==> src/pipe_defs.svh <==
//------------------------------
// Widths and CSR numbers shared by the control RTL and the testbench
// RV32 only; CSR numbers follow the manager port convention
//------------------------------
`ifndef PIPE_DEFS_SVH
`define PIPE_DEFS_SVH

// Instruction word and field widths
`define PIPE_XLEN     32
`define PIPE_RADDR_W  5
`define PIPE_CSR_W    12

// Manager CSRs
`define PIPE_CSR_MNGR2PROC  12'hFC0
`define PIPE_CSR_PROC2MNGR  12'h7C0

// Canonical NOP, addi x0, x0, 0
`define PIPE_INST_NOP  32'h0000_0013

`endif

==> src/rv_isa_pkg.sv <==
//------------------------------
// RV32 instruction word views used by decode
// Only the opcodes of the supported subset are named
//------------------------------
`include "pipe_defs.svh"

package rv_isa_pkg;

  // Major opcodes of the supported subset
  typedef enum logic [6:0] {
    opc_op     = 7'b0110011,
    opc_op_imm = 7'b0010011,
    opc_lui    = 7'b0110111,
    opc_auipc  = 7'b0010111,
    opc_load   = 7'b0000011,
    opc_branch = 7'b1100011,
    opc_system = 7'b1110011
  } opcode_e;

  // Register-register view
  typedef struct packed {
    logic [6:0]               funct7;
    logic [`PIPE_RADDR_W-1:0] rs2;
    logic [`PIPE_RADDR_W-1:0] rs1;
    logic [2:0]               funct3;
    logic [`PIPE_RADDR_W-1:0] rd;
    opcode_e                  opcode;
  } inst_r_t;

  // CSR view, upper twelve bits hold the CSR number
  typedef struct packed {
    logic [`PIPE_CSR_W-1:0]   csr;
    logic [`PIPE_RADDR_W-1:0] rs1;
    logic [2:0]               funct3;
    logic [`PIPE_RADDR_W-1:0] rd;
    opcode_e                  opcode;
  } inst_csr_t;

  // Same word, two readings of bits 31:20
  typedef union packed {
    inst_r_t   r;
    inst_csr_t c;
  } inst_u;

endpackage

==> src/pipe_ctrl_pkg.sv <==
//------------------------------
// Datapath select encodings and per-stage control bundles
//------------------------------
`include "pipe_defs.svh"

package pipe_ctrl_pkg;

  // ALU function, values match the datapath ALU
  typedef enum logic [3:0] {
    alu_add  = 4'd0,
    alu_sub  = 4'd1,
    alu_and  = 4'd2,
    alu_or   = 4'd3,
    alu_xor  = 4'd4,
    alu_slt  = 4'd5,
    alu_sltu = 4'd6,
    alu_sra  = 4'd7,
    alu_srl  = 4'd8,
    alu_sll  = 4'd9,
    alu_cp0  = 4'd11,
    alu_cp1  = 4'd12
  } alu_fn_e;

  typedef enum logic [2:0] {imm_i, imm_s, imm_b, imm_u, imm_j} imm_type_e;
  typedef enum logic {op1_rf, op1_pc} op1_sel_e;
  typedef enum logic [1:0] {op2_rf, op2_imm, op2_csr} op2_sel_e;
  typedef enum logic [1:0] {pc_plus4, pc_branch} pc_sel_e;

  // Pending register write of one stage, seen by the hazard check
  typedef struct packed {
    logic                     val;
    logic                     wen_pending;
    logic [`PIPE_RADDR_W-1:0] waddr;
  } dest_t;

  // D to X bundle
  typedef struct packed {
    logic                     val;
    alu_fn_e                  alu_fn;
    logic                     is_bne;
    logic                     is_load;
    logic                     wb_from_mem;
    logic                     wen_pending;
    logic [`PIPE_RADDR_W-1:0] waddr;
    logic                     proc2mngr;
  } x_ctrl_t;

  // X to M bundle
  typedef struct packed {
    logic                     val;
    logic                     is_load;
    logic                     wb_from_mem;
    logic                     wen_pending;
    logic [`PIPE_RADDR_W-1:0] waddr;
    logic                     proc2mngr;
  } m_ctrl_t;

endpackage

==> src/fetch_decode_ctrl.sv <==
`timescale 1ns/1ps
//------------------------------
// F and D control, no bypassing: RAW hazards stall D until the
// producer leaves W. inst_d_i must hold steady while D stalls
//------------------------------
`include "pipe_defs.svh"

module fetch_decode_ctrl (
  input  logic                      clk,
  input  logic                      reset,
  input  logic                      imemresp_val_i,
  input  logic                      mngr2proc_val_i,
  input  rv_isa_pkg::inst_u         inst_d_i,
  input  logic                      squash_x_i,
  input  logic                      ostall_x_i,
  input  logic                      ostall_m_i,
  input  logic                      ostall_w_i,
  input  pipe_ctrl_pkg::dest_t      dest_x_i,
  input  pipe_ctrl_pkg::dest_t      dest_m_i,
  input  pipe_ctrl_pkg::dest_t      dest_w_i,
  output logic                      reg_en_f_o,
  output logic                      reg_en_d_o,
  output logic                      imemreq_val_o,
  output logic                      imemresp_rdy_o,
  output logic                      imemresp_drop_o,
  output logic                      mngr2proc_rdy_o,
  output pipe_ctrl_pkg::op1_sel_e   op1_sel_d_o,
  output pipe_ctrl_pkg::op2_sel_e   op2_sel_d_o,
  output pipe_ctrl_pkg::imm_type_e  imm_type_d_o,
  output pipe_ctrl_pkg::x_ctrl_t    x_ctrl_o
);

  logic val_f;
  logic val_d;
  logic ostall_f;
  logic stall_f;
  logic squash_f;
  logic ostall_d;
  logic stall_d;
  logic squash_d;
  logic ostall_younger;
  logic rs1_en_d;
  logic rs2_en_d;
  logic wen_d;
  logic is_bne_d;
  logic is_load_d;
  logic mngr_rd_d;
  logic proc2mngr_d;
  logic ostall_hazard_d;
  pipe_ctrl_pkg::alu_fn_e alu_fn_d;

  // funct3 to ALU op, alt is funct7 bit 5 (sub and sra)
  function automatic pipe_ctrl_pkg::alu_fn_e alu_from_f3(input logic [2:0] f3,
                                                         input logic alt,
                                                         input logic reg_op);
    case (f3)
      3'b000: begin
        if (reg_op && alt) alu_from_f3 = pipe_ctrl_pkg::alu_sub;
        else               alu_from_f3 = pipe_ctrl_pkg::alu_add;
      end
      3'b001: alu_from_f3 = pipe_ctrl_pkg::alu_sll;
      3'b010: alu_from_f3 = pipe_ctrl_pkg::alu_slt;
      3'b011: alu_from_f3 = pipe_ctrl_pkg::alu_sltu;
      3'b100: alu_from_f3 = pipe_ctrl_pkg::alu_xor;
      3'b101: begin
        if (alt) alu_from_f3 = pipe_ctrl_pkg::alu_sra;
        else     alu_from_f3 = pipe_ctrl_pkg::alu_srl;
      end
      3'b110:  alu_from_f3 = pipe_ctrl_pkg::alu_or;
      default: alu_from_f3 = pipe_ctrl_pkg::alu_and;
    endcase
  endfunction

  // Source read against one later stage's pending write, x0 never hazards
  function automatic logic raw_hit(input logic en, input logic [`PIPE_RADDR_W-1:0] rs,
                                   input pipe_ctrl_pkg::dest_t dest);
    raw_hit = en && dest.val && dest.wen_pending && (dest.waddr == rs) && (rs != '0);
  endfunction

  assign ostall_younger = ostall_x_i || ostall_m_i || ostall_w_i;

  //------------------------------
  // F stage
  //------------------------------
  assign ostall_f   = val_f && !imemresp_val_i;
  assign stall_f    = val_f && (ostall_f || ostall_d || ostall_younger);
  assign squash_f   = val_f && squash_x_i;
  assign reg_en_f_o = !stall_f || squash_f;

  always_ff @(posedge clk) begin
    if (reset) begin
      val_f <= 1'b0;
    end else if (reg_en_f_o) begin
      val_f <= 1'b1;
    end
  end

  // Request goes out ahead of F; a squashed response is dropped
  assign imemreq_val_o   = reg_en_f_o && !reset;
  assign imemresp_rdy_o  = reg_en_f_o;
  assign imemresp_drop_o = squash_f;

  //------------------------------
  // D stage
  //------------------------------
  assign reg_en_d_o = !stall_d || squash_d;

  always_ff @(posedge clk) begin
    if (reset) begin
      val_d <= 1'b0;
    end else if (reg_en_d_o) begin
      val_d <= val_f && !stall_f && !squash_f;
    end
  end

  // Control table, defaults describe a no-write bubble
  always_comb begin
    op1_sel_d_o  = pipe_ctrl_pkg::op1_rf;
    op2_sel_d_o  = pipe_ctrl_pkg::op2_rf;
    imm_type_d_o = pipe_ctrl_pkg::imm_i;
    alu_fn_d     = pipe_ctrl_pkg::alu_add;
    rs1_en_d     = 1'b0;
    rs2_en_d     = 1'b0;
    wen_d        = 1'b0;
    is_bne_d     = 1'b0;
    is_load_d    = 1'b0;
    mngr_rd_d    = 1'b0;
    proc2mngr_d  = 1'b0;
    case (inst_d_i.r.opcode)
      rv_isa_pkg::opc_op: begin
        // Any funct7 other than base or alt (e.g. MUL) stays a bubble
        if (inst_d_i.r.funct7 == 7'h00 || inst_d_i.r.funct7 == 7'h20) begin
          rs1_en_d = 1'b1;
          rs2_en_d = 1'b1;
          wen_d    = 1'b1;
          alu_fn_d = alu_from_f3(inst_d_i.r.funct3, inst_d_i.r.funct7[5], 1'b1);
        end
      end
      rv_isa_pkg::opc_op_imm: begin
        op2_sel_d_o = pipe_ctrl_pkg::op2_imm;
        rs1_en_d    = 1'b1;
        // NOP is an addi to x0 and must not show as a write
        wen_d       = (inst_d_i != `PIPE_INST_NOP);
        alu_fn_d    = alu_from_f3(inst_d_i.r.funct3, inst_d_i.r.funct7[5], 1'b0);
      end
      rv_isa_pkg::opc_lui: begin
        imm_type_d_o = pipe_ctrl_pkg::imm_u;
        op2_sel_d_o  = pipe_ctrl_pkg::op2_imm;
        alu_fn_d     = pipe_ctrl_pkg::alu_cp1;
        wen_d        = 1'b1;
      end
      rv_isa_pkg::opc_auipc: begin
        imm_type_d_o = pipe_ctrl_pkg::imm_u;
        op1_sel_d_o  = pipe_ctrl_pkg::op1_pc;
        op2_sel_d_o  = pipe_ctrl_pkg::op2_imm;
        wen_d        = 1'b1;
      end
      rv_isa_pkg::opc_load: begin
        if (inst_d_i.r.funct3 == 3'b010) begin
          op2_sel_d_o = pipe_ctrl_pkg::op2_imm;
          rs1_en_d    = 1'b1;
          wen_d       = 1'b1;
          is_load_d   = 1'b1;
        end
      end
      rv_isa_pkg::opc_branch: begin
        if (inst_d_i.r.funct3 == 3'b001) begin
          imm_type_d_o = pipe_ctrl_pkg::imm_b;
          rs1_en_d     = 1'b1;
          rs2_en_d     = 1'b1;
          is_bne_d     = 1'b1;
        end
      end
      rv_isa_pkg::opc_system: begin
        // csrr reads through the op2 mux, csrw passes rs1 out
        if (inst_d_i.c.funct3 == 3'b010) begin
          op2_sel_d_o = pipe_ctrl_pkg::op2_csr;
          alu_fn_d    = pipe_ctrl_pkg::alu_cp1;
          wen_d       = 1'b1;
          mngr_rd_d   = (inst_d_i.c.csr == `PIPE_CSR_MNGR2PROC);
        end else if (inst_d_i.c.funct3 == 3'b001) begin
          rs1_en_d    = 1'b1;
          alu_fn_d    = pipe_ctrl_pkg::alu_cp0;
          proc2mngr_d = (inst_d_i.c.csr == `PIPE_CSR_PROC2MNGR);
        end
      end
      default: ;
    endcase
  end

  // RAW check against X, M and W
  assign ostall_hazard_d = raw_hit(rs1_en_d, inst_d_i.r.rs1, dest_x_i) ||
                           raw_hit(rs1_en_d, inst_d_i.r.rs1, dest_m_i) ||
                           raw_hit(rs1_en_d, inst_d_i.r.rs1, dest_w_i) ||
                           raw_hit(rs2_en_d, inst_d_i.r.rs2, dest_x_i) ||
                           raw_hit(rs2_en_d, inst_d_i.r.rs2, dest_m_i) ||
                           raw_hit(rs2_en_d, inst_d_i.r.rs2, dest_w_i);

  assign ostall_d = val_d && (ostall_hazard_d || (mngr_rd_d && !mngr2proc_val_i));
  assign stall_d  = val_d && (ostall_d || ostall_younger);
  assign squash_d = val_d && squash_x_i;

  // Wrong-path csrr must not consume a manager message
  assign mngr2proc_rdy_o = val_d && !stall_d && !squash_d && mngr_rd_d;

  always_comb begin
    x_ctrl_o.val         = val_d && !stall_d && !squash_d;
    x_ctrl_o.alu_fn      = alu_fn_d;
    x_ctrl_o.is_bne      = is_bne_d;
    x_ctrl_o.is_load     = is_load_d;
    x_ctrl_o.wb_from_mem = is_load_d;
    x_ctrl_o.wen_pending = wen_d;
    x_ctrl_o.waddr       = inst_d_i.r.rd;
    x_ctrl_o.proc2mngr   = proc2mngr_d;
  end

endmodule

==> src/execute_ctrl.sv <==
`timescale 1ns/1ps
//------------------------------
// X control, branch resolves here and squashes F and D
//------------------------------

module execute_ctrl (
  input  logic                    clk,
  input  logic                    reset,
  input  pipe_ctrl_pkg::x_ctrl_t  x_ctrl_i,
  input  logic                    br_cond_eq_x_i,
  input  logic                    dmemreq_rdy_i,
  input  logic                    ostall_m_i,
  input  logic                    ostall_w_i,
  output logic                    reg_en_x_o,
  output pipe_ctrl_pkg::alu_fn_e  alu_fn_x_o,
  output pipe_ctrl_pkg::pc_sel_e  pc_sel_f_o,
  output logic                    dmemreq_val_o,
  output logic                    squash_x_o,
  output logic                    ostall_x_o,
  output pipe_ctrl_pkg::dest_t    dest_x_o,
  output pipe_ctrl_pkg::m_ctrl_t  m_ctrl_o
);

  pipe_ctrl_pkg::x_ctrl_t x_q;
  logic stall_x;
  logic redirect_x;

  assign reg_en_x_o = !stall_x;

  // Only the valid bit needs a reset
  always_ff @(posedge clk) begin
    if (reset) begin
      x_q.val <= 1'b0;
    end else if (reg_en_x_o) begin
      x_q <= x_ctrl_i;
    end
  end

  assign alu_fn_x_o = x_q.alu_fn;

  // Taken bne picks the branch target this cycle
  assign redirect_x = x_q.val && x_q.is_bne && !br_cond_eq_x_i;
  assign pc_sel_f_o = redirect_x ? pipe_ctrl_pkg::pc_branch : pipe_ctrl_pkg::pc_plus4;

  assign ostall_x_o = x_q.val && x_q.is_load && !dmemreq_rdy_i;
  assign stall_x    = x_q.val && (ostall_x_o || ostall_m_i || ostall_w_i);

  // A stalled X would squash twice, so hold it back until X moves
  assign squash_x_o    = redirect_x && !stall_x;
  assign dmemreq_val_o = x_q.val && !stall_x && x_q.is_load;

  assign dest_x_o = '{val: x_q.val, wen_pending: x_q.wen_pending, waddr: x_q.waddr};

  always_comb begin
    m_ctrl_o.val         = x_q.val && !stall_x;
    m_ctrl_o.is_load     = x_q.is_load;
    m_ctrl_o.wb_from_mem = x_q.wb_from_mem;
    m_ctrl_o.wen_pending = x_q.wen_pending;
    m_ctrl_o.waddr       = x_q.waddr;
    m_ctrl_o.proc2mngr   = x_q.proc2mngr;
  end

endmodule

==> src/result_ctrl.sv <==
`timescale 1ns/1ps
//------------------------------
// M and W control; M waits on the load response, W on the manager
//------------------------------
`include "pipe_defs.svh"

module result_ctrl (
  input  logic                      clk,
  input  logic                      reset,
  input  pipe_ctrl_pkg::m_ctrl_t    m_ctrl_i,
  input  logic                      dmemresp_val_i,
  input  logic                      proc2mngr_rdy_i,
  output logic                      reg_en_m_o,
  output logic                      reg_en_w_o,
  output logic                      wb_result_sel_m_o,
  output logic                      dmemresp_rdy_o,
  output logic                      ostall_m_o,
  output logic                      ostall_w_o,
  output pipe_ctrl_pkg::dest_t      dest_m_o,
  output pipe_ctrl_pkg::dest_t      dest_w_o,
  output logic [`PIPE_RADDR_W-1:0]  rf_waddr_w_o,
  output logic                      rf_wen_w_o,
  output logic                      proc2mngr_val_o,
  output logic                      commit_inst_o
);

  pipe_ctrl_pkg::m_ctrl_t m_q;
  logic stall_m;
  logic stall_w;
  logic val_w;
  logic wen_pending_w;
  logic proc2mngr_w;

  //------------------------------
  // M stage
  //------------------------------
  assign reg_en_m_o = !stall_m;

  always_ff @(posedge clk) begin
    if (reset) begin
      m_q.val <= 1'b0;
    end else if (reg_en_m_o) begin
      m_q <= m_ctrl_i;
    end
  end

  assign ostall_m_o        = m_q.val && m_q.is_load && !dmemresp_val_i;
  assign stall_m           = m_q.val && (ostall_m_o || ostall_w_o);
  assign dmemresp_rdy_o    = m_q.val && !stall_m && m_q.is_load;
  assign wb_result_sel_m_o = m_q.wb_from_mem;
  assign dest_m_o = '{val: m_q.val, wen_pending: m_q.wen_pending, waddr: m_q.waddr};

  //------------------------------
  // W stage
  //------------------------------
  assign reg_en_w_o = !stall_w;

  always_ff @(posedge clk) begin
    if (reset) begin
      val_w <= 1'b0;
    end else if (reg_en_w_o) begin
      val_w         <= m_q.val && !stall_m;
      wen_pending_w <= m_q.wen_pending;
      rf_waddr_w_o  <= m_q.waddr;
      proc2mngr_w   <= m_q.proc2mngr;
    end
  end

  // Only a csrw to the manager can hold W
  assign ostall_w_o = val_w && proc2mngr_w && !proc2mngr_rdy_i;
  assign stall_w    = val_w && ostall_w_o;
  assign dest_w_o   = '{val: val_w, wen_pending: wen_pending_w, waddr: rf_waddr_w_o};

  assign rf_wen_w_o      = val_w && !stall_w && wen_pending_w;
  assign proc2mngr_val_o = val_w && !stall_w && proc2mngr_w;
  assign commit_inst_o   = val_w && !stall_w;

endmodule

==> src/proc_ctrl_top.sv <==
`timescale 1ns/1ps
//------------------------------
// Control unit of the five-stage stalling pipeline
// All outside ports are plain val/rdy, transfer on both high
//------------------------------
`include "pipe_defs.svh"

module proc_ctrl_top (
  input  logic                      clk,
  input  logic                      reset,
  // Instruction memory
  output logic                      imemreq_val_o,
  input  logic                      imemresp_val_i,
  output logic                      imemresp_rdy_o,
  output logic                      imemresp_drop_o,
  // Data memory
  output logic                      dmemreq_val_o,
  input  logic                      dmemreq_rdy_i,
  input  logic                      dmemresp_val_i,
  output logic                      dmemresp_rdy_o,
  // Manager
  input  logic                      mngr2proc_val_i,
  output logic                      mngr2proc_rdy_o,
  output logic                      proc2mngr_val_o,
  input  logic                      proc2mngr_rdy_i,
  // Datapath controls
  output logic                      reg_en_f_o,
  output pipe_ctrl_pkg::pc_sel_e    pc_sel_f_o,
  output logic                      reg_en_d_o,
  output pipe_ctrl_pkg::op1_sel_e   op1_sel_d_o,
  output pipe_ctrl_pkg::op2_sel_e   op2_sel_d_o,
  output pipe_ctrl_pkg::imm_type_e  imm_type_d_o,
  output logic                      reg_en_x_o,
  output pipe_ctrl_pkg::alu_fn_e    alu_fn_x_o,
  output logic                      reg_en_m_o,
  output logic                      wb_result_sel_m_o,
  output logic                      reg_en_w_o,
  output logic [`PIPE_RADDR_W-1:0]  rf_waddr_w_o,
  output logic                      rf_wen_w_o,
  // Datapath status
  input  rv_isa_pkg::inst_u         inst_d_i,
  input  logic                      br_cond_eq_x_i,
  output logic                      commit_inst_o
);

  // Stage bundles
  pipe_ctrl_pkg::x_ctrl_t x_ctrl;
  pipe_ctrl_pkg::m_ctrl_t m_ctrl;
  pipe_ctrl_pkg::dest_t   dest_x;
  pipe_ctrl_pkg::dest_t   dest_m;
  pipe_ctrl_pkg::dest_t   dest_w;

  // Stall network, each older stage ORs these in
  logic squash_x;
  logic ostall_x;
  logic ostall_m;
  logic ostall_w;

  fetch_decode_ctrl u_fd (
    .clk             (clk),
    .reset           (reset),
    .imemresp_val_i  (imemresp_val_i),
    .mngr2proc_val_i (mngr2proc_val_i),
    .inst_d_i        (inst_d_i),
    .squash_x_i      (squash_x),
    .ostall_x_i      (ostall_x),
    .ostall_m_i      (ostall_m),
    .ostall_w_i      (ostall_w),
    .dest_x_i        (dest_x),
    .dest_m_i        (dest_m),
    .dest_w_i        (dest_w),
    .reg_en_f_o      (reg_en_f_o),
    .reg_en_d_o      (reg_en_d_o),
    .imemreq_val_o   (imemreq_val_o),
    .imemresp_rdy_o  (imemresp_rdy_o),
    .imemresp_drop_o (imemresp_drop_o),
    .mngr2proc_rdy_o (mngr2proc_rdy_o),
    .op1_sel_d_o     (op1_sel_d_o),
    .op2_sel_d_o     (op2_sel_d_o),
    .imm_type_d_o    (imm_type_d_o),
    .x_ctrl_o        (x_ctrl)
  );

  execute_ctrl u_x (
    .clk            (clk),
    .reset          (reset),
    .x_ctrl_i       (x_ctrl),
    .br_cond_eq_x_i (br_cond_eq_x_i),
    .dmemreq_rdy_i  (dmemreq_rdy_i),
    .ostall_m_i     (ostall_m),
    .ostall_w_i     (ostall_w),
    .reg_en_x_o     (reg_en_x_o),
    .alu_fn_x_o     (alu_fn_x_o),
    .pc_sel_f_o     (pc_sel_f_o),
    .dmemreq_val_o  (dmemreq_val_o),
    .squash_x_o     (squash_x),
    .ostall_x_o     (ostall_x),
    .dest_x_o       (dest_x),
    .m_ctrl_o       (m_ctrl)
  );

  result_ctrl u_mw (
    .clk               (clk),
    .reset             (reset),
    .m_ctrl_i          (m_ctrl),
    .dmemresp_val_i    (dmemresp_val_i),
    .proc2mngr_rdy_i   (proc2mngr_rdy_i),
    .reg_en_m_o        (reg_en_m_o),
    .reg_en_w_o        (reg_en_w_o),
    .wb_result_sel_m_o (wb_result_sel_m_o),
    .dmemresp_rdy_o    (dmemresp_rdy_o),
    .ostall_m_o        (ostall_m),
    .ostall_w_o        (ostall_w),
    .dest_m_o          (dest_m),
    .dest_w_o          (dest_w),
    .rf_waddr_w_o      (rf_waddr_w_o),
    .rf_wen_w_o        (rf_wen_w_o),
    .proc2mngr_val_o   (proc2mngr_val_o),
    .commit_inst_o     (commit_inst_o)
  );

endmodule

==> config.mk <==
export PLATFORM = sky130hd
export DESIGN_NAME = proc_ctrl_top
export DESIGN_NICKNAME = d
export VERILOG_FILES = /design/src/rv_isa_pkg.sv /design/src/pipe_ctrl_pkg.sv /design/src/fetch_decode_ctrl.sv /design/src/execute_ctrl.sv /design/src/result_ctrl.sv /design/src/proc_ctrl_top.sv
export VERILOG_INCLUDE_DIRS = /design/src
export SDC_FILE = /design/constraint.sdc
export NUM_CORES = 1
export LEC_CHECK = 0
export BUFFER_PORTS_ARGS = -buffer_cell sky130_fd_sc_hd__buf_2
export CAP_MARGIN = 20
export CORE_ASPECT_RATIO = 0.5
export CORE_MARGIN = 1
export CORE_UTILIZATION = 35
export DETAILED_ROUTE_END_ITERATION = 10
export GPL_ROUTABILITY_DRIVEN = 0
export GPL_TIMING_DRIVEN = 0
export HOLD_SLACK_MARGIN = 0.06
export SYNTH_ARGS = -nofsm -noshare
export SYNTH_HDL_FRONTEND = slang
export SYNTH_HIERARCHICAL = 1
export SYNTH_SLANG_ARGS = --single-unit
export TNS_END_PERCENT = 20
==> constraint.sdc <==
create_clock -name clk -period 3.1 [get_ports clk]
set_input_delay 0.62 -clock clk [delete_from_list [all_inputs] [get_ports clk]]
set_output_delay 0.62 -clock clk [all_outputs]
set_load 0.005 [all_outputs]
; ---- Word-level counts from Yosys, hierarchy flattened
; Cells that the tools add are included.
[word_totals]
regBits = 33
[op_classes]
bitwise = 6
n_reduce_logical = 96
n_eq_ne = 23
muxes = 24
[op_table]
columns = op, count
row1 = 1-bit logical AND, 56
row2 = 4-bit one-hot mux with 7 select lines, 2
row3 = "32-bit by 5-bit inequality test with 1-bit output, second input constant", 1
row4 = 5-bit equality test, 6
row5 = "7-bit by 6-bit equality test with 1-bit output, second input constant", 3
row6 = 4-bit 2-to-1 mux, 4
row7 = 4-bit one-hot mux with 4 select lines, 1
row8 = 1-bit logical OR, 15
row9 = "7-bit by 5-bit equality test with 1-bit output, second input constant", 2
row10 = "7-bit equality test, second input constant", 2
row11 = 1-bit zero test, 14
row12 = "12-bit by 11-bit equality test with 1-bit output, second input constant", 1
row13 = "12-bit equality test, second input constant", 1
row14 = 1-bit 2-to-1 mux, 10
row15 = 5-bit nonzero test, 2
row16 = "3-bit equality test, second input constant", 3
row17 = "7-bit by 2-bit equality test with 1-bit output, second input constant", 1
row18 = 7-bit zero test, 1
row19 = "3-bit by 2-bit equality test with 1-bit output, second input constant", 2
row20 = 1-bit NOT, 6
row21 = 2-bit one-hot mux with 3 select lines, 1
row22 = 3-bit one-hot mux with 2 select lines, 1
row23 = 2-bit AND reduction, 3
row24 = 3-bit OR reduction, 2
row25 = 7 further kinds, 9

; ---- Depth between registers and ports, before layout
; Gate-level depths: netlist of the first run.
[depth]
ltp_word = 21
mapped_depth = 9
ltp_nobuf = 8

; ---- Cells and area by module
; The synthesis of the first run kept the hierarchy.
[modules_own_cells]
columns = mod, n_inst, area_each_um2, seq_area_each_um2, cells_per_inst
row1 = fetch_decode_ctrl, 1, 1058.5, 40.0, 148
row2 = result_ctrl, 1, 733.2, 520.5, 49
row3 = execute_ctrl, 1, 706.9, 440.4, 51

; ---- Worst setup path after synthesis of the first run
; No wires, ideal clock.
[synth_path]
kind = input to output
start = input inst_d_i[3] (netlist bit)
end = output reg_en_f_o
path_buffers = 1
path_slack_ps = 538
required_time_ps = 2480
stages = 6
t_arrival_ps = 1942
cell_sequence = nand3b_4 -> or4_4 -> o21a_1 -> o221ai_4 -> a31oi_1 -> buf_4
[synth_between]
elab_chain_len = 18
word_cells_on_any_way = 45
cone_classes = eq/ne (5) / mux (3) / reduce/logical (37)
[synth_lines]
columns = element, line
row1 = "start, declared", proc_ctrl_top.sv:41  ; input rv_isa_pkg::inst_u inst_d_i,
row2 = 7-bit equality test (tied with other cells), fetch_decode_ctrl.sv:129  ; case (inst_d_i.r.opcode)
row3 = 1-bit one-hot mux with 5 select lines, fetch_decode_ctrl.sv:129
row4 = 1-bit logical AND (4 in a row), fetch_decode_ctrl.sv:77  ; raw_hit = en && dest.val && dest.wen_pending && (dest.waddr == rs) && (rs != '0);
row5 = 1-bit logical OR, fetch_decode_ctrl.sv:192  ; assign ostall_hazard_d = raw_hit(rs1_en_d, inst_d_i.r.rs1, dest_x_i) ||
row6 = 1-bit logical OR, fetch_decode_ctrl.sv:193  ; raw_hit(rs1_en_d, inst_d_i.r.rs1, dest_m_i) ||
row7 = 1-bit logical OR, fetch_decode_ctrl.sv:194  ; raw_hit(rs1_en_d, inst_d_i.r.rs1, dest_w_i) ||
row8 = 1-bit logical OR, fetch_decode_ctrl.sv:195  ; raw_hit(rs2_en_d, inst_d_i.r.rs2, dest_x_i) ||
row9 = 1-bit logical OR, fetch_decode_ctrl.sv:196  ; raw_hit(rs2_en_d, inst_d_i.r.rs2, dest_m_i) ||
row10 = 1-bit logical OR *, fetch_decode_ctrl.sv:199  ; assign ostall_d = val_d && (ostall_hazard_d || (mngr_rd_d && !mngr2proc_val_i));
row11 = 1-bit logical AND *, fetch_decode_ctrl.sv:199
row12 = 1-bit logical OR * (2 in a row), fetch_decode_ctrl.sv:86  ; assign stall_f = val_f && (ostall_f || ostall_d || ostall_younger);
row13 = 1-bit logical AND *, fetch_decode_ctrl.sv:86
row14 = 1-bit zero test *, fetch_decode_ctrl.sv:88  ; assign reg_en_f_o = !stall_f || squash_f;
row15 = 1-bit logical OR *, fetch_decode_ctrl.sv:88
row16 = "end, declared", proc_ctrl_top.sv:27  ; output logic reg_en_f_o,
; Mark *: on every way between the ends. The rest lies on a longest branch, timed or not.

; ---- Worst setup path in the final report of the first run
[layout_path]
start = input inst_d_i[21] (netlist bit)
end = output reg_en_f_o
[layout_between]
elab_chain_len = 13
word_cells_on_any_way = 24
cone_classes = eq/ne (4) / mux (2) / reduce/logical (18)
[layout_lines]
columns = element, line
row1 = "parallel branches: the longest is 6 deep, another holds 12-bit equality test", --
row2 = 1-bit logical OR *, fetch_decode_ctrl.sv:199
row3 = 1-bit logical AND *, fetch_decode_ctrl.sv:199
row4 = 1-bit logical OR * (2 in a row), fetch_decode_ctrl.sv:86
row5 = 1-bit logical AND *, fetch_decode_ctrl.sv:86
row6 = 1-bit zero test *, fetch_decode_ctrl.sv:88
row7 = 1-bit logical OR *, fetch_decode_ctrl.sv:88
; Mark *: on every way between the ends.

==> impl_results.md, run 1 <==
* Final setup viols at 0
* Crit end category: primary output
* Fill count at 641
* Hold path start: u_mw/m_q[0]
* Sequential share of the synthesized area at 40.06%
* Maximum vdd drop at 0.0002127 V
* Grt ovf at 0
* Core area at 0.006779 mm²
* Via density at 4.700
* Post-Route Setup TNS at 0 ns
* Mux cell area share after synthesis at 0%
* Post-CTS Hold Fix Bufs at 0
* Worst-path cell chain: buf_2 -> nor3_1 -> nand2_1 -> nor4_2 -> nand3_2 -> o221ai_4 -> a31oi_1 -> buf_4 -> buf_2
* Post-synth ARST share at 0%
* Finished Layout Cells at 417
* CTS Buf Count at 5
* Reg2reg path depth at 4
* Synth Area in Compound Gates at 9.815%
* XOR/XNOR share of the synthesized area at 10.52%
* Top cells by count, synth: buf_4 (48), edfxtp_1 (30), xnor2_1 (20)
* Syn nets at 288
* Clock Tree Buf Depth at 2
* Met2 WL post-DR at 2472 µm
* Synth Area in Adders at 0%
* Max Clk Rate at 344.8 MHz
* Reg2reg end: u_mw/dest_m_o[3]
* Synth Cell Area at 0.002499 mm²
* CTS tree: built
* Net Sw Power at 275.1 µW
* Vias at 1,960
* Starting Density at 36.86%
* Port Buf Inserts at 68
* Vias in the first global route at 1,841
* # DRC at 0
* Clock power frac at 44.7%
* Gr usage total at 14.83%
* Final Skew at 0.004221 ns
* Die height at 61.75 µm
* Largest family of logic cells by synthesized area: simple AND/OR/NAND/NOR gates
* Number of synthesis warnings at 6
* Slew @ Worst Pin at 0.8246 ns
* Static Leak at 1.368 nW
* Main synth FF type: edfxtp_1
* EDFF count, synth at 30
* Crit-path most repeated cell: buf_2
* First drt pass iteration count at 4
* Layout Nets at 364
* Register share of total power at 42.0%
* Ranking of synthesized cells by area: edfxtp_1 (36%), buf_4 (14%), xnor2_1 (7.0%)
* Simple-gate share of the synthesized area at 22.63%
* R2r setup slk at 1.13 ns
* Slowest cell on the critical path: nor4_2
* #FFs+latches synth at 35
* Number of max-cap violations at 0
* Worst hold path class: flip-flop to flip-flop
* Reg clk slew, reported paths at 0.05 ns
* Setup slack after layout at 0.1998 ns
* Met1 Routed Length at 2696 µm
* Syn avg cell area at 10.08 µm²
* Worst r2r src: u_mw/m_q[8]
* RSZ-0062 raised after global routing: no
* Data arrival, critical path at 2.28 ns
* Critical path startpoint category: primary input
* Cell taking the most area after synthesis: edfxtp_1
* Cells after synthesis at 248
* Critical Setup Path Class: primary input to primary output
* Max H-tree Level at 2
* Clock net sink count at 35
* Clock Latency Late Sink at 0.27 ns
* DRT Wirelength at 5476 µm
* ANT nets after route at 0
* Hold endpoint: u_mw/proc2mngr_w
* Pwr dens at 414.6 mW/mm²
* DP Wirelength at 4488 µm
* Switch share at 21.18%
* Post-CTS setup buffers at 0
* Synth top area share at 36.05%
* Pre-CTS WS at 0.1675 ns
* Top-count cell post-synth: buf_4
* Std cell rows at 21
* Period Utilization, post-route at 93.55%
* Ports at 72
* Rel. slew slack at 44.60%
* First-pass GRT wire length at 8583 µm
* Final Util at 46.22%
* Area delta synth->final at 25.39%
* Initial DRC Count at 92
* CTS Root Cell: clkbuf_16
* Hold Crit Depth at 0
* Met3 Wirelength at 287 µm
* Placed Cells at 409
* Die area at 0.007501 mm²
* CP peak stage delay at 0.31 ns
* Top routing layer in use: met4
* Synth unique cells at 52
* CP required at 2.48 ns
* Status: finished clean
* Largest net degree at the start of global routing at 15
* Hold Violations, Final at 0
* CTS resizes at 0
* Max FO, Critical Path at 6
* Logic pwr share at 13.3%
* Initial antenna violation count at 0
* Delay-heaviest family, CP: simple AND/OR/NAND/NOR gates
* Min Tclk post-route at 2.900 ns
* Slew Viols, Final at 0
* Layout cells sized above 1 at 44.31%
* Die width at 121.5 µm
* WP buf/inv at 3
* WL per Instance at 13.13 µm
* Internal Power at 1.024 mW
* Ant diodes at 0
==> layout make-up <==
cell class	instances	area, µm²	share of cell area, %
buffer	50	382.9	12.22
clock buffer	6	138.9	4.433
clock inverter	2	35.03	1.118
inverter	9	33.78	1.078
multi-input combinational	154	1081	34.50
sequential	35	1001	31.95
tap	92	115.1	3.674
timing repair buffer	69	345.3	11.02
==> worst register-to-register path, cell delays in order, from the launching register on <==
cell and delay, ns:
edfxtp_1 0.38, and3b_1 0.19, buf_6 0.14, nor3_1 0.67
buf_2 0.31
==> cell families after synthesis <==
logic type / count (synthesis)
AOI/OAI and AO/OA: 34
xor gates and xnor gates: 30
buffers and inverters: 59
DFF: 35
other: 2
and+or+nand+nor: 88
==> per-layer routing <==
metal,track usage (%),vias to the layer above
met5,0,-
met4,2.998,0
met3,3.285,2
met2,23.54,50
met1,21.07,917
li1,-,991
==> cells in the final DEF, fill, tap and decap left out, types with 6 or more instances in the layout <==
master,n
nand4_1,9
edfxtp_1,30
xor2_1,10
inv_1,8
xnor2_1,20
buf_4,48
a21oi_1,6
buf_2,69
nand2_1,11
o21ai_1,6
nor3_1,8
o21ai_0,6
nor2_1,14
==> worst max path at each step <==
stage,startpoint,to,slack [ns],cells after the start
finish,inst_d_i[21],reg_en_f_o,0.20,9
global route,inst_d_i[21],reg_en_f_o,0.05,9
CTS,inst_d_i[21],reg_en_f_o,0.17,9
detailed placement,inst_d_i[21],reg_en_f_o,0.17,9
global placement,inst_d_i[25],reg_en_f_o,0.23,9
floorplan,inst_d_i[3],reg_en_f_o,0.54,6
==> stage by stage <==
step           power, mW  instance area (µm²)  hold slack (ns)
2_1_floorplan     0.6558                 2499           0.4003
6_report           1.299                 3133           0.4368
3_3_place_gp      0.7233                 2954           0.4189
3_5_place_dp      0.7286                 2959           0.4290
5_1_grt            1.351                 3133           0.4466
4_1_cts            1.313                 3133           0.4424
==> sequential cells by signal, indices dropped and copies added, names as in the netlist <==
signal	flops
u_mw/wb_result_sel_m_o	1
u_x/x_q	1
u_mw/m_q	2
u_x/dest_x_o	7
u_fd/val_f	1
u_x/alu_fn_x_o	4
u_mw/wen_pending_w	1
u_fd/val_d	1
u_mw/dest_m_o	7
u_mw/rf_waddr_w_o	5
u_mw/proc2mngr_w	1
u_mw/val_w	1
u_x/m_ctrl_o	3
==> power groups by stage <==
stage,sequential (mW),combinational [mW],clock [mW]
finish,0.545,0.173,0.581
floorplan,0.551,0.105,0
global route,0.547,0.191,0.613
global placement,0.555,0.169,0
detailed placement,0.555,0.174,0
CTS,0.545,0.174,0.593
Power figures use the tool's default switching activity.
==> run 2, diff against run 1 <==
--- a/config.mk
+++ b/config.mk
@@ -6,7 +6,7 @@
 export SDC_FILE = /design/constraint.sdc
 export NUM_CORES = 1
 export LEC_CHECK = 0
-export BUFFER_PORTS_ARGS = -buffer_cell sky130_fd_sc_hd__buf_2
+export BUFFER_PORTS_ARGS = -buffer_cell sky130_fd_sc_hd__buf_4
 export CAP_MARGIN = 20
 export CORE_ASPECT_RATIO = 0.5
 export CORE_MARGIN = 1
@@ -15,6 +15,7 @@
 export GPL_ROUTABILITY_DRIVEN = 0
 export GPL_TIMING_DRIVEN = 0
 export HOLD_SLACK_MARGIN = 0.06
+export SLEW_MARGIN = 20
 export SYNTH_ARGS = -nofsm -noshare
 export SYNTH_HDL_FRONTEND = slang
 export SYNTH_HIERARCHICAL = 1
==> run 2 against run 1 <==
Clock power down 11%. Maximum frequency down 1.4%. Register-to-register slack better by 0.05 ns. Global-route usage about the same. Critical path depth unchanged. Wire length down 2.0%. Cell area up 4.9%. First-iteration DRC count up 14%. Final cell count down 0.24%. Via count up 0.41%.
==> impl_results.md, run 2 (synthesis gave the netlist of run 1 again) <==
* Status: finished clean (unchanged)
* Static Leak at 1.403 nW (was 1.368 nW)
* R2r setup slk at 1.18 ns (was 1.13 ns)
* Via density at 4.731 (was 4.700)
* Critical Setup Path Class: primary input to primary output (unchanged)
* Vias in the first global route at 1,798 (was 1,841)
* Met3 Track Usage GR at 3.102% (was 3.285%)
* First drt pass iteration count at 4 (unchanged)
* Initial antenna violation count at 0 (unchanged)
* Clock net sink count at 35 (unchanged)
* Reg clk slew, reported paths at 0.05 ns (about the same)
* Min Tclk post-route at 2.940 ns (was 2.900 ns)
* Post-Route Setup TNS at 0 ns (unchanged)
* Worst r2r src: u_mw/m_q[8] (unchanged)
* Ports at 72 (unchanged)
* Grt ovf at 0 (unchanged)
* Post-CTS setup buffers at 0 (unchanged)
* Crit end category: primary output (unchanged)
* First-pass GRT wire length at 8459 µm (was 8583 µm)
* Most frequent cells in the layout: buf_4 (116), edfxtp_1 (30), xnor2_1 (20), nor2_1 (14), nand2_1 (11) (was buf_2 (69), buf_4 (48), edfxtp_1 (30), xnor2_1 (20), nor2_1 (14))
* Worst hold path class: flip-flop to flip-flop (unchanged)
* Slowest cell on the critical path: nor4_2 (unchanged)
* Reg2reg end: u_x/dest_x_o[3] (was u_mw/dest_m_o[3])
* Largest net degree at the start of global routing at 15 (unchanged)
* CTS resizes at 0 (unchanged)
* M2 GR Usage at 21.51% (was 23.54%)
* Hold Violations, Final at 0 (unchanged)
* Crit-path most repeated cell: buf_4 (was buf_2)
* DRT Wirelength at 5365 µm (was 5476 µm)
* CTS Root Cell: clkbuf_16 (unchanged)
* Die width at 121.5 µm (unchanged)
* Post-CTS Hold Fix Bufs at 0 (unchanged)
* Final Cell Area at 0.003286 mm² (was 0.003133 mm²)
* Core area at 0.006779 mm² (unchanged)
* Rel. slew slack at 51.96% (was 44.60%)
* Cell area after placement at 0.003129 mm² (was 0.002959 mm²)
* Layout cells sized above 1 at 44.14% (was 44.31%)
* CTS tree: built (unchanged)
* Std cell rows at 21 (unchanged)
* Clock Tree Buf Depth at 2 (unchanged)
* Crit path from: inst_d_i[25] (was inst_d_i[21])
* Hold Slack at 0.4344 ns (was 0.4368 ns)
* Pwr dens at 381.9 mW/mm² (was 414.6 mW/mm²)
* Max FO, Critical Path at 6 (unchanged)
* Max H-tree Level at 2 (unchanged)
* Worst-path cell chain: buf_4 -> nor4_2 -> and3b_1 -> o211ai_1 -> a31o_1 -> o221ai_4 -> a31oi_1 -> buf_4 -> buf_4 (was buf_2 -> nor3_1 -> nand2_1 -> nor4_2 -> nand3_2 -> o221ai_4 -> a31oi_1 -> buf_4 -> buf_2)
* Maximum vdd drop at 0.0001644 V (was 0.0002127 V)
* Starting Density at 36.86% (unchanged)
* Slew @ Worst Pin at 0.7167 ns (was 0.8246 ns)
* # DRC at 0 (unchanged)
* CP peak stage delay at 0.31 ns (about the same)
* Layout Nets at 363 (was 364)
* CP required at 2.48 ns (about the same)
* Most Crowded Layer GR: met1 (was met2)
* Period Utilization, post-route at 94.84% (was 93.55%)
* Delay-heaviest family, CP: compound AO/OA/AOI/OAI gates (was simple AND/OR/NAND/NOR gates)
* Final setup viols at 0 (unchanged)
* CP Capture Point: reg_en_f_o (unchanged)
* Gr usage total at 14.86% (was 14.83%)
* Die area at 0.007501 mm² (unchanged)
* Initial DRC Count at 105 (was 92)
* Vias at 1,968 (was 1,960)
* Data arrival, critical path at 2.32 ns (was 2.28 ns)
* Slew Viols, Final at 0 (unchanged)
* Critical path startpoint category: primary input (unchanged)
* Ant diodes at 0 (unchanged)
* Commonest non-fill, non-tap cell in the layout: buf_4 (was buf_2)
* Stages on the worst setup path at 9 (unchanged)
* Final Skew at 0.005831 ns (was 0.004221 ns)
* Die height at 61.75 µm (unchanged)
* Clock Latency Late Sink at 0.28 ns (was 0.27 ns)
* Number of max-cap violations at 0 (unchanged)
* Port Buf Inserts at 68 (unchanged)
* GRT met1 Usage at 22.34% (was 21.07%)
* Reg2reg path depth at 4 (unchanged)
* RSZ-0062 raised after global routing: no (unchanged)
* WL per Instance at 12.90 µm (was 13.13 µm)
* ANT nets after route at 0 (unchanged)
* WP buf/inv at 3 (unchanged)
* Final Power at 1.255 mW (was 1.299 mW)
* Max Clk Rate at 340.1 MHz (was 344.8 MHz)
* DP Wirelength at 4463 µm (was 4488 µm)
* Area delta synth->final at 31.50% (was 25.39%)
* CTS Buf Count at 5 (unchanged)
[run 2: changes by cell type in the layout (fill, tap and decap cells not counted)]
| cell | previous run | this run |
|---|---|---|
| buf_4 | 48 | 116 |
| buf_2 | 69 | 0 |
| clkbuf_8 | 1 | 2 |
| clkinv_2 | 1 | 0 |
| nor3_2 | 0 | 1 |
| nor3_1 | 8 | 7 |
| bufinv_16 | 1 | 0 |
| clkbuf_1 | 0 | 1 |
[run 2: layer usage]
metal / wire length [µm] / part of all wire, %
met1: 2689 / 50
met5: 0 / 0
met3: 319 / 5.9
met2: 2326 / 43
met4: 29 / 0.54
[run 2: final cells by class]
cell class              count  area, µm²
plain buffers              50      382.9
clock buffers               8      156.4
fillers                   656       3493
inverters                   9      33.78
multi-input cells         154       1086
flip-flops and latches     35       1001
well taps                  92      115.1
repair buffers             68      510.5
[run 2: worst min-delay path by stage]
stage                     depth (start not counted)  slack, ns               end        start
after detailed placement                          0       0.42  u_mw/proc2mngr_w  u_mw/m_q[0]
after floorplan                                   0       0.40  u_mw/proc2mngr_w  u_mw/m_q[0]
after global routing                              0       0.46  u_mw/proc2mngr_w  u_mw/m_q[0]
after CTS                                         0       0.44  u_mw/proc2mngr_w  u_mw/m_q[0]
after global placement                            0       0.42  u_mw/proc2mngr_w  u_mw/m_q[0]
final                                             0       0.43  u_mw/proc2mngr_w  u_mw/m_q[0]
[run 2: through the flow]
| step | utilization (%) | setup WS [ns] | cells |
|---|---|---|---|
| floorplan | - | 0.5375 | 248 |
| global placement | 46.09 | 0.2181 | 408 |
| detailed placement | 46.16 | 0.1943 | 408 |
| CTS | 48.47 | 0.1803 | 416 |
| global route | 48.47 | 0.06639 | 416 |
| finish | 48.47 | 0.1601 | 416 |
[run 2: report_power, final]
group,leakage [nW],switching (mW),internal [mW]
sequential,0.345,0.0120,0.533
combinational,0.981,0.0820,0.110
clock,0.0772,0.176,0.342
total,1.40,0.270,0.985
[run 2: worst register-to-register path, stage by stage (launching register included)]
cell      delay (ns)
edfxtp_1        0.38
and3b_1         0.19
buf_6           0.14
o31ai_4         0.26
and2b_1         0.58
==> run 3, diff against run 2 <==
--- a/config.mk
+++ b/config.mk
@@ -6,12 +6,13 @@
 export SDC_FILE = /design/constraint.sdc
 export NUM_CORES = 1
 export LEC_CHECK = 0
-export BUFFER_PORTS_ARGS = -buffer_cell sky130_fd_sc_hd__buf_4
 export CAP_MARGIN = 20
 export CORE_ASPECT_RATIO = 0.5
 export CORE_MARGIN = 1
 export CORE_UTILIZATION = 35
+export CTS_BUF_LIST = sky130_fd_sc_hd__clkbuf_4
 export DETAILED_ROUTE_END_ITERATION = 10
+export DONT_BUFFER_PORTS = 1
 export GPL_ROUTABILITY_DRIVEN = 0
 export GPL_TIMING_DRIVEN = 0
 export HOLD_SLACK_MARGIN = 0.06
==> run 3 against run 2 <==
Maximum frequency rose by 3.3%. First-iteration DRC count fell by 15%. Non-clock buffer count fell by 68. Combinational power fell by 38%. Flip-flop and latch count did not move. Critical path depth fell by 1. Cell area fell by 18%. Sequential share of layout area rose by 6.7 points. Via count fell by 13%. Power fell by 22%. Largest cell class unchanged. Largest power group unchanged. Highest routed layer unchanged.
==> impl_results.md, run 3 (synthesis gave the netlist of run 1 again) <==
* Vias at 1,713 (was 1,968)
* Die area at 0.007501 mm² (unchanged)
* Area delta synth->final at 7.862% (was 31.50%)
* Critical path startpoint category: flip-flop (was primary input)
* Rel. slew slack at 51.83% (was 51.96%)
* Final Util at 39.76% (was 48.47%)
* Final Skew at 0.008745 ns (was 0.005831 ns)
* DRT Wirelength at 5222 µm (was 5365 µm)
* FF+latch area at 0.001001 mm² (unchanged)
* CTS Root Cell: clkbuf_4 (was clkbuf_16)
* Max H-tree Level at 2 (unchanged)
* CP required at 2.48 ns (about the same)
* Layout Nets at 295 (was 363)
* DP Wirelength at 4347 µm (was 4463 µm)
* Ports at 72 (unchanged)
* Logic pwr share at 12.1% (was 15.3%)
* First-pass GRT wire length at 7679 µm (was 8459 µm)
* Std cell rows at 21 (unchanged)
* Number of max-cap violations at 0 (unchanged)
* Internal Power at 767.6 µW (was 984.7 µW)
* Maximum vdd drop at 0.0001790 V (was 0.0001644 V)
* Core area at 0.006779 mm² (unchanged)
* First drt pass iteration count at 4 (unchanged)
* CTS tree: built (unchanged)
* Post-CTS setup buffers at 0 (unchanged)
* Vias in the first global route at 1,603 (was 1,798)
* Via density at 4.922 (was 4.731)
* Die width at 121.5 µm (unchanged)
* Clock Latency Late Sink at 0.34 ns (was 0.28 ns)
* Max FO, Critical Path at 6 (unchanged)
* CTS resizes at 0 (unchanged)
* Initial antenna violation count at 0 (unchanged)
* Hold Violations, Final at 0 (unchanged)
* Most frequent cells in the layout: buf_4 (48), edfxtp_1 (30), xnor2_1 (20), nor2_1 (14), nand2_1 (11) (was buf_4 (116), edfxtp_1 (30), xnor2_1 (20), nor2_1 (14), nand2_1 (11))
* Switch share at 21.69% (was 21.53%)
* Ant diodes at 0 (unchanged)
* Data arrival, critical path at 2.23 ns (was 2.32 ns)
* Max Clk Rate at 351.5 MHz (was 340.1 MHz)
* Status: finished clean (unchanged)
* Clock Tree Buf Depth at 2 (unchanged)
* Register share of total power at 55.5% (was 43.5%)
* Post-CTS Hold Fix Bufs at 0 (unchanged)
* RSZ-0062 raised after global routing: no (unchanged)
* CTS Buf Count at 5 (unchanged)
* Post-Route Setup TNS at 0 ns (unchanged)
* Commonest non-fill, non-tap cell in the layout: buf_4 (unchanged)
* Grt ovf at 0 (unchanged)
* Port Buf Inserts at 0 (was 68)
* Critical Setup Path Class: flip-flop to primary output (was primary input to primary output)
* Fill count at 661 (was 656)
* Clock power frac at 32.4% (was 41.3%)
* Initial DRC Count at 89 (was 105)
* Crit end category: primary output (unchanged)
* Final setup viols at 0 (unchanged)
* Footprint of the multi-input gates at 0.001086 mm² (unchanged)
* # DRC at 0 (unchanged)
* Clock net sink count at 35 (unchanged)
* Die height at 61.75 µm (unchanged)
* Min Tclk post-route at 2.845 ns (was 2.940 ns)
* WL per Instance at 15.01 µm (was 12.90 µm)
* Static Leak at 1.035 nW (was 1.403 nW)
* Period Utilization, post-route at 91.79% (was 94.84%)
* Pwr dens at 363.7 mW/mm² (was 381.9 mW/mm²)
* Net Sw Power at 212.6 µW (was 270.2 µW)
* Worst hold path class: primary input to flip-flop (was flip-flop to flip-flop)
* Starting Density at 36.86% (unchanged)
* Slew @ Worst Pin at 0.7186 ns (was 0.7167 ns)
* Slew Viols, Final at 0 (unchanged)
* ANT nets after route at 0 (unchanged)
* Gr usage total at 13.76% (was 14.86%)
* Largest net degree at the start of global routing at 15 (unchanged)
* Layout cells sized above 1 at 29.30% (was 44.14%)
* Reg clk slew, reported paths at 0.10 ns (was 0.05 ns)
==> run 3: changes by cell type in the layout (fill, tap and decap cells not counted) <==
cell / previous run / this run
buf_4: 116 / 48
bufinv_16: 0 / 1
clkbuf_1: 1 / 0
clkbuf_16: 5 / 0
clkbuf_4: 0 / 5
clkbuf_8: 2 / 0
clkinv_1: 0 / 1
clkinv_2: 0 / 1
==> run 3: layout make-up <==
| class | instances | area share, % |
|---|---|---|
| Multi-Input combinational cell | 154 | 40.30 |
| Sequential cell | 35 | 37.14 |
| Buffer | 50 | 14.21 |
| Tap cell | 92 | 4.271 |
| Clock inverter | 3 | 1.439 |
| Clock buffer | 5 | 1.393 |
| Inverter | 9 | 1.253 |
==> run 3: power by group through the flow <==
| stage | combinational, mW | sequential, mW | clock, mW |
|---|---|---|---|
| after floorplan | 0.105 | 0.551 | 0 |
| after global placement | 0.116 | 0.554 | 0 |
| after detailed placement | 0.119 | 0.555 | 0 |
| after CTS | 0.119 | 0.544 | 0.327 |
| after global routing | 0.130 | 0.547 | 0.343 |
| final | 0.119 | 0.544 | 0.318 |
==> run 3: critical path: stages (launching register included) <==
cell and delay, ns:
edfxtp_1 0.40, buf_4 0.16, xnor2_1 0.14, nand4_1 0.10, or3_1 0.37, a31o_1 0.27
o221ai_4 0.10, a31oi_1 0.17, buf_4 0.17
==> run 3: per-layer routing <==
layer | wire length (µm) | up-vias | global-route usage, % | share of wire [%]
met5 | 0 | - | 0 | 0
met4 | 26 | 0 | 4.233 | 0.50
met3 | 411 | 5 | 4.745 | 7.9
met2 | 2405 | 48 | 22.00 | 46
met1 | 2378 | 810 | 17.91 | 46
li1 | - | 850 | - | -
==> run 3: worst paths after layout <==
check	start	to	slack (ns)	cells past startpoint
hold / removal	reset	u_fd/val_f	0.33	1
setup / recovery	u_mw/dest_m_o[3]	reg_en_f_o	0.25	8
setup reg to reg	u_mw/proc2mngr_w	u_x/m_ctrl_o[0]	1.10	4
hold reg to reg	u_mw/m_q[0]	u_mw/proc2mngr_w	0.43	0
==> run 3: through the flow <==
step | std cells | area [µm²] | setup slack, ns | total power [mW] | hold slack, ns
2_1_floorplan | 248 | 2499 | 0.5375 | 0.6558 | 0.4003
6_report | 348 | 2695 | 0.2546 | 0.9802 | 0.3309
4_1_cts | 348 | 2695 | 0.2292 | 0.9909 | 0.3150
3_3_place_gp | 340 | 2614 | 0.3848 | 0.6700 | 0.4140
5_1_grt | 348 | 2695 | 0.1181 | 1.020 | 0.3105
3_5_place_dp | 340 | 2619 | 0.3300 | 0.6742 | 0.4054
